<file path="src/design/audio_rx_pkg.sv">
package audio_rx_pkg;

   localparam int SAMPLE_W        = 8;    // width of one audio sample
   localparam int GAIN_W          = 4;    // width of the volume control in eighths
   localparam int SCLK_HALF       = 4;    // clk cycles per half period of sclk
   localparam int MIDSCALE        = 128;  // silence level of the offset-binary code
   localparam int SAMPLE_MAX      = 255;  // upper saturation bound of a sample
   localparam int BITS_PER_SAMPLE = 8;    // serial bits that make up one sample
   localparam int PWM_W           = 8;    // pwm counter width, period is 2**PWM_W clk
   localparam int GAIN_SHIFT      = 3;    // gain is in eighths so unity is 1 << 3

   localparam int HALF_CNT_W = $clog2(SCLK_HALF);          // counts 0 .. SCLK_HALF-1
   localparam int BIT_CNT_W  = $clog2(BITS_PER_SAMPLE + 1); // counts 0 .. BITS_PER_SAMPLE

   typedef logic [SAMPLE_W-1:0]   sample_t;      // offset binary, 128 is silence
   typedef logic [GAIN_W-1:0]     gain_t;        // 0 .. 15 eighths, 8 is unity
   typedef logic [HALF_CNT_W-1:0] half_count_t;  // position inside one sclk half period
   typedef logic [BIT_CNT_W-1:0]  bit_count_t;   // bits collected for the current sample
   typedef logic [PWM_W-1:0]      pwm_count_t;   // position inside one pwm period

   // signed deviation from midscale, one bit wider than a sample
   typedef logic signed [SAMPLE_W:0] deviation_t;

   // deviation times gain, wide enough for -128 * 15 plus the midscale offset
   typedef logic signed [SAMPLE_W+GAIN_W:0] product_t;

   // one sample moving between stages, valid is a single clk pulse
   typedef struct packed {
      sample_t sample;  // audio value in offset binary
      logic    valid;   // high for one clk when sample is new
   } sample_beat_t;

endpackage

</file>
<file path="src/design/sclk_divider.sv">
module sclk_divider
   import audio_rx_pkg::*;
(
   input  logic clk,
   input  logic rst,
   output logic sclk,       // serial clock to the microcontroller
   output logic bit_strobe  // one clk pulse after each falling edge of sclk
);

   half_count_t half_count;  // clk cycles spent in the current sclk level
   logic        sclk_prev;   // sclk delayed by one clk for edge detection

   always_ff @(posedge clk or posedge rst) begin
      if (rst) begin
         half_count <= '0;  // start of the first low half
         sclk       <= 1'b0;  // sclk idles low so the first edge is a rise
      end else begin
         if (half_count == half_count_t'(SCLK_HALF - 1)) begin
            half_count <= '0;  // half period done, start counting the next one
            sclk       <= ~sclk;  // flip the serial clock level
         end else begin
            half_count <= half_count + 1'b1;  // still inside this half period
         end
      end
   end

   // the edge detector register that trails sclk by one clk
   always_ff @(posedge clk or posedge rst) begin
      if (rst) begin
         sclk_prev <= 1'b0;  // matches sclk so no false edge comes out of reset
      end else begin
         sclk_prev <= sclk;  // previous level for the falling edge test
      end
   end

   // high only in the single cycle where sclk is already low but sclk_prev is still high
   assign bit_strobe = sclk_prev & ~sclk;

   // strobes are spaced a full sclk period apart, never back to back
   a_strobe_single : assert property (
      @(posedge clk) disable iff (rst) bit_strobe |=> !bit_strobe
   );

endmodule

</file>
<file path="src/design/serial_deserializer.sv">
module serial_deserializer
   import audio_rx_pkg::*;
(
   input  logic         clk,
   input  logic         rst,
   input  logic         bit_strobe,  // sample serial_in on this clk
   input  logic         serial_in,   // data from the microcontroller, msb first
   output sample_beat_t raw_beat     // completed sample with a one clk valid
);

   sample_t    shift_reg;  // bits of the sample being collected, newest in the lsb
   bit_count_t bit_count;  // bits already held in shift_reg, 0 only after reset
   logic       buf_full;   // shift_reg holds a complete sample

   assign buf_full = (bit_count == bit_count_t'(BITS_PER_SAMPLE));

   // msb arrives first, so each new bit pushes the older ones to the left
   always_ff @(posedge clk) begin
      if (bit_strobe) begin
         shift_reg <= {shift_reg[SAMPLE_W-2:0], serial_in};
      end
   end

   // the counter restarts at 1 because the strobe that empties the buffer
   // also brings in the first bit of the next sample
   always_ff @(posedge clk or posedge rst) begin
      if (rst) begin
         bit_count <= '0;  // bit alignment is counted from reset
      end else if (bit_strobe) begin
         if (buf_full) begin
            bit_count <= bit_count_t'(1);  // new bit starts the next sample
         end else begin
            bit_count <= bit_count + 1'b1;  // one more bit of this sample
         end
      end
   end

   always_ff @(posedge clk or posedge rst) begin
      if (rst) begin
         raw_beat.sample <= sample_t'(MIDSCALE);  // silence until the first sample lands
         raw_beat.valid  <= 1'b0;
      end else begin
         raw_beat.valid <= bit_strobe & buf_full;  // pulse, not a level
         if (bit_strobe && buf_full) begin
            raw_beat.sample <= shift_reg;  // hand over the buffer before the shift lands
         end
      end
   end

   // a sample can only be completed by a strobe one cycle earlier
   a_valid_after_strobe : assert property (
      @(posedge clk) disable iff (rst) raw_beat.valid |-> $past(bit_strobe)
   );

endmodule

</file>
<file path="src/design/volume_scaler.sv">
module volume_scaler
   import audio_rx_pkg::*;
(
   input  logic         clk,
   input  logic         rst,
   input  gain_t        volume,      // gain in eighths, sampled with the beat
   input  sample_beat_t raw_beat,    // sample from the deserializer
   output sample_beat_t scaled_beat  // scaled sample, one clk later
);

   deviation_t deviation;  // signed distance of the input from silence
   product_t   product;    // deviation times gain, still in eighths
   product_t   shifted;    // product divided by 8, rounding toward minus infinity
   product_t   level;      // back in offset binary but not yet clamped
   sample_t    clamped;    // level forced into 0 .. SAMPLE_MAX

   always_comb begin
      // zero extend the sample so 255 stays positive before taking off the offset
      deviation = deviation_t'({1'b0, raw_beat.sample}) - deviation_t'(MIDSCALE);

      // volume is zero extended so the multiply stays signed
      product = product_t'(deviation) * product_t'({1'b0, volume});
      shifted = product >>> GAIN_SHIFT;  // arithmetic shift keeps the sign
      level   = shifted + product_t'(MIDSCALE);

      if (level < 0) begin
         clamped = '0;  // too loud on the negative side
      end else if (level > product_t'(SAMPLE_MAX)) begin
         clamped = sample_t'(SAMPLE_MAX);  // too loud on the positive side
      end else begin
         clamped = sample_t'(level);  // in range, drop the sign bits
      end
   end

   always_ff @(posedge clk or posedge rst) begin
      if (rst) begin
         scaled_beat.sample <= sample_t'(MIDSCALE);  // silence out of reset
         scaled_beat.valid  <= 1'b0;
      end else begin
         scaled_beat.valid <= raw_beat.valid;  // one clk copy of the input pulse
         if (raw_beat.valid) begin
            scaled_beat.sample <= clamped;  // gain is taken in this same cycle
         end
      end
   end

   // downstream may read the sample at any time, so it only moves with a pulse
   a_hold_between_beats : assert property (
      @(posedge clk) disable iff (rst) !scaled_beat.valid |-> $stable(scaled_beat.sample)
   );

endmodule

</file>
<file path="src/design/pwm_dac.sv">
module pwm_dac
   import audio_rx_pkg::*;
(
   input  logic         clk,
   input  logic         rst,
   input  sample_beat_t scaled_beat,  // new duty arrives with valid
   output logic         pwm_out       // to the external rc filter
);

   pwm_count_t count;         // free running position in the 256 clk period
   sample_t    pending_duty;  // latest sample, waits for the period to end
   sample_t    active_duty;   // duty used for the current period
   logic       period_end;    // last cycle of the period, count is about to wrap

   assign period_end = (count == '1);

   always_ff @(posedge clk or posedge rst) begin
      if (rst) begin
         count <= '0;  // period starts right after reset
      end else begin
         count <= count + 1'b1;  // wraps to 0 by itself every 256 clk
      end
   end

   always_ff @(posedge clk or posedge rst) begin
      if (rst) begin
         pending_duty <= sample_t'(MIDSCALE);  // half duty, the filter sits at midscale
         active_duty  <= sample_t'(MIDSCALE);
      end else begin
         if (scaled_beat.valid) begin
            pending_duty <= scaled_beat.sample;  // a newer beat simply overwrites it
         end
         if (period_end) begin
            active_duty <= pending_duty;  // switch only at the wrap so no period is cut
         end
      end
   end

   // the compare is strict, so a duty of 0 keeps the output low all period
   always_ff @(posedge clk or posedge rst) begin
      if (rst) begin
         pwm_out <= 1'b0;
      end else begin
         pwm_out <= (count < active_duty);
      end
   end

endmodule

</file>
<file path="src/design/audio_rx_top.sv">
module audio_rx_top
   import audio_rx_pkg::*;
(
   input  logic         clk,
   input  logic         rst,
   input  logic         serial_in,  // serial data from the microcontroller
   input  gain_t        volume,     // quasi static gain setting
   output logic         sclk,       // serial clock we supply to the microcontroller
   output sample_beat_t audio_out,  // scaled samples, valid 2 clk after the strobe
   output logic         pwm_out     // pwm output to the rc filter
);

   logic         bit_strobe;   // one clk after each falling sclk edge
   sample_beat_t raw_beat;     // deserialized sample, before the gain
   sample_beat_t scaled_beat;  // sample after gain and saturation

   sclk_divider u_sclk_divider (
      .clk        (clk),
      .rst        (rst),
      .sclk       (sclk),
      .bit_strobe (bit_strobe)
   );

   serial_deserializer u_serial_deserializer (
      .clk        (clk),
      .rst        (rst),
      .bit_strobe (bit_strobe),
      .serial_in  (serial_in),
      .raw_beat   (raw_beat)
   );

   volume_scaler u_volume_scaler (
      .clk         (clk),
      .rst         (rst),
      .volume      (volume),
      .raw_beat    (raw_beat),
      .scaled_beat (scaled_beat)
   );

   pwm_dac u_pwm_dac (
      .clk         (clk),
      .rst         (rst),
      .scaled_beat (scaled_beat),
      .pwm_out     (pwm_out)
   );

   assign audio_out = scaled_beat;  // the same beat also feeds the pwm stage

endmodule

</file>
<file path="config.mk">
export PLATFORM = sky130hd
export DESIGN_NAME = audio_rx_top
export DESIGN_NICKNAME = d
export VERILOG_FILES = /design/src/design/audio_rx_pkg.sv /design/src/design/sclk_divider.sv /design/src/design/serial_deserializer.sv /design/src/design/volume_scaler.sv /design/src/design/pwm_dac.sv /design/src/design/audio_rx_top.sv
export SDC_FILE = /design/constraint.sdc
export NUM_CORES = 1
export LEC_CHECK = 0
export BUFFER_PORTS_ARGS = -buffer_cell sky130_fd_sc_hd__buf_2
export CAP_MARGIN = 20
export CORE_ASPECT_RATIO = 1.5
export CORE_MARGIN = 2
export CORE_UTILIZATION = 55
export CTS_CLUSTER_DIAMETER = 50
export DETAILED_ROUTE_END_ITERATION = 8
export GPL_ROUTABILITY_DRIVEN = 0
export PLACE_DENSITY = 0.79
export SYNTH_ARGS = -nofsm -noshare
export SYNTH_HDL_FRONTEND = slang
export SYNTH_SLANG_ARGS = --single-unit
</file>
<file path="constraint.sdc">
create_clock -name clk -period 6.3 [get_ports clk]
set_input_delay 0.945 -clock clk [delete_from_list [all_inputs] [get_ports clk]]
set_output_delay 0.945 -clock clk [all_outputs]
set_load 0.01 [all_outputs]
</file>
==> flow_summary.ini <==
[sta]
setup_tns_ns = 0
fin_crit_sh_pct = 76.5
timing.fmax_ghz = 0.207
grt_setup_unrepaired = false
min_period_ns = 4.82
tightest_slew_ns = 0.918
setup_violations = 0
fin_skew_ns = 0.0142
timing.final.max_slew_violations = 0
max_slew_margin_pct = 38.4
hold_violations = 0

[min_path]
hold-path-cell-count = 1
hold_start = u_sclk_divider.half_count[0]$_DFF_PP0_
holdPathEnd = u_sclk_divider.half_count[0]$_DFF_PP0_
worstHoldPathType = reg2reg

[global_route]
use_met2_pct = 34.1
grt_pass1_vias = 2609
gr-total-overflow = 0
grt_pass1_wl_mm = 11.6
grt.met3_usage_pct = 3.73
grt_usage_pct = 19.4
antenna_found_initial = 0
grt_max_degree = 52
use_met1_pct = 23.1
top_usage_layer = met2

[layout]
top_regs = u_serial_deserializer.raw_beat (9), u_volume_scaler.scaled_beat (9)
post-route-util_pct = 62.3
nets = 429
drive_gt1_share_pct = 19.4
area_growth_pct = 11.1
mostFrequentLayoutCells = 55 x inv_1, 47 x dfrtp_1, 33 x ha_1
mostFrequentLayoutCell = inv_1
antenna_cells = 0

[worst_setup_path]
cp_data_required_time_ns = 6.51
slowest_delay_ns = 0.74
worstPathMaxFanout = 15
r2r-end = u_volume_scaler.scaled_beat[1]$_DFFE_PP0P_
r2r_cells = 14
slowest_stage = xnor2_1
crit_arrival_ns = 5.03
cp_cell_sequence = buf_2 -> and2_1 -> ha_1 -> fa_1 -> inv_1 -> fa_1 -> inv_1 -> ha_1 -> o21ai_1 -> o211ai_1 -> nand3_1 -> xnor2_1 -> o21bai_2 -> a22oi_1 -> mux2_2
path_class = in2reg
startpoint_type = primary input
reg2reg_slack_ns = 1.77
r2r-start = u_serial_deserializer.raw_beat[5]$_DFFE_PP0P_
crit_path_end_kind = register

[drt]
ant_nets = 0
drtIter0Drc = 150
drc = 0
dr.pass1.iters = 4
routedWlPerCell_um = 14.2
avgViaCountPerCell = 5.43
wirelength_mm = 6.47
via_count = 2470

[power]
p_leak_nw = 2.06
p_sw_mw = 0.232
sw_frac_of_total_pct = 25.3
clkPwrFrac_pct = 42.4
ir_drop_mv = 0.184
power_density_nw_per_um2 = 217
p_int_mw = 0.683
seqPwrFrac_pct = 42.2
power_frac_comb_pct = 15.4

[clocking]
clockRootBuffer = clkbuf_8
clk_pin_slew_ns = 0.07
cts.sinks = 59
post_cts_buffers = 0
cts_buffers = 9
htree_levels = 3
cts_resized = 0
clk_latency_ns = 0.33
tritoncts = yes
clockBufferDepth = 2
cts_hold_buf = 0

[die]
design.die.area_sq_um = 7580
top_level_ports = 18
start_util_pct = 56.1
core_sq_um = 6760
die_h_um = 106
die_w_um = 71.8
core.rowCount = 37

[synthesis]
netlist_instances = 347
syn_nets = 404
async_reset_ff_share_pct = 86.4
avgSynthCellArea_sq_um = 10.9
synth-seq-cells = 59
synthesis.area_sq_um = 3790
ys_types = 44
ys.flop_type = dfrtp_1
synth_edf_count = 8
ys_seq_area_share_pct = 40.1
yosys_warnings = 0

[outcome]
status = finished, final reports clean

[flow_run]
drv_cap = 0

[placement]
place_hpwl_mm = 5.07
io_buffer_count = 17
## cell families after synthesis
group | count (synthesis) | synth area share, %
AOI/OAI and AO/OA | 62 | 11.6
and+or+nand+nor | 70 | 10.3
xor gates and xnor gates | 18 | 4.16
adders and majority gates | 50 | 19.9
DFF | 59 | 40.1
buffers and inverters | 62 | 6.21
muxes | 26 | 7.73
## power groups by stage
stage	clock (mW)	combinational [mW]	sequential (mW)
after floorplan	0	0.117	0.393
after global placement	0	0.134	0.393
after detailed placement	0	0.140	0.393
after CTS	0.395	0.141	0.386
after global routing	0.413	0.164	0.386
final	0.388	0.141	0.386
## worst max-delay path: cells and delay by family
kind	cells	cell delay (ns)
muxes	1	0.32
xor gates and xnor gates	1	0.74
buffers and inverters	3	0.23
adders and majority gates	4	1.75
and+or+nand+nor	2	0.28
AOI/OAI and AO/OA	4	0.75
## through the flow
stage                     power (mW)  hold slack (ns)  std cells  cell area, sq um  worst slack, ns
after floorplan                0.510            0.403        347              3790             1.98
after global placement         0.527            0.414        437              3960             1.37
after detailed placement       0.533            0.424        437              3960             1.21
after CTS                      0.922            0.433        453              4180             1.51
after global routing           0.962            0.444        455              4210             1.12
final                          0.914            0.430        455              4210             1.48
## cells in the mapped netlist (2+ instances only)
cell      count  area, sq um
xnor2_1      13          114
o211ai_1      8         60.1
and2_1       21          131
nand2b_1      5         31.3
xor2_1        5         43.8
ha_1         33          413
buf_2         2         10.0
nor3_1        7         35.0
edfxtp_1      8          240
nand4_1       2         12.5
o21ai_1       4         20.0
nor2b_1       3         18.8
nor2_1        6         22.5
a21oi_1      14         70.1
o21a_1        2         15.0
dfrtp_1      47         1180
nand2_1      11         41.3
a21o_1        3         22.5
clkbuf_1      4         15.0
dfstp_2       4          105
mux2_2       26          293
and4_1        2         17.5
o21ai_0      18         90.1
inv_1        56          210
fa_1         17          340
and3_1        2         12.5
nand3_1       7         35.0
## how the worst max path moves through the flow
stage                    from                                         end  depth (start not counted)  slack [ns]
finish              volume[2]  u_volume_scaler.scaled_beat[1]$_DFFE_PP0P_                         15        1.48
global route        volume[2]  u_volume_scaler.scaled_beat[3]$_DFFE_PP0P_                         15        1.12
CTS                 volume[2]  u_volume_scaler.scaled_beat[1]$_DFFE_PP0P_                         15        1.51
detailed placement  volume[2]  u_volume_scaler.scaled_beat[1]$_DFFE_PP0P_                         15        1.21
global placement    volume[2]  u_volume_scaler.scaled_beat[1]$_DFFE_PP0P_                         15        1.37
floorplan           volume[2]  u_volume_scaler.scaled_beat[1]$_DFFE_PP0P_                         14        1.98
## routing by layer
metal	vias up	share of wire (%)	wire (um)
met4	0	2.6	170
li1	1222	-	-
met5	-	0	0
met3	13	2.2	140
met1	1199	40	2560
met2	36	56	3600
## area by class of cell
| type | instances | area [sq um] |
|---|---|---|
| Fill cell | 550 | 2550 |
| Clock inverter | 4 | 73.8 |
| Inverter | 56 | 210 |
| Sequential cell | 59 | 1520 |
| Multi-Input combinational cell | 226 | 2030 |
| Tap cell | 78 | 97.6 |
| Timing Repair Buffer | 20 | 120 |
| Clock buffer | 12 | 155 |
Power figures use the tool's default switching activity.
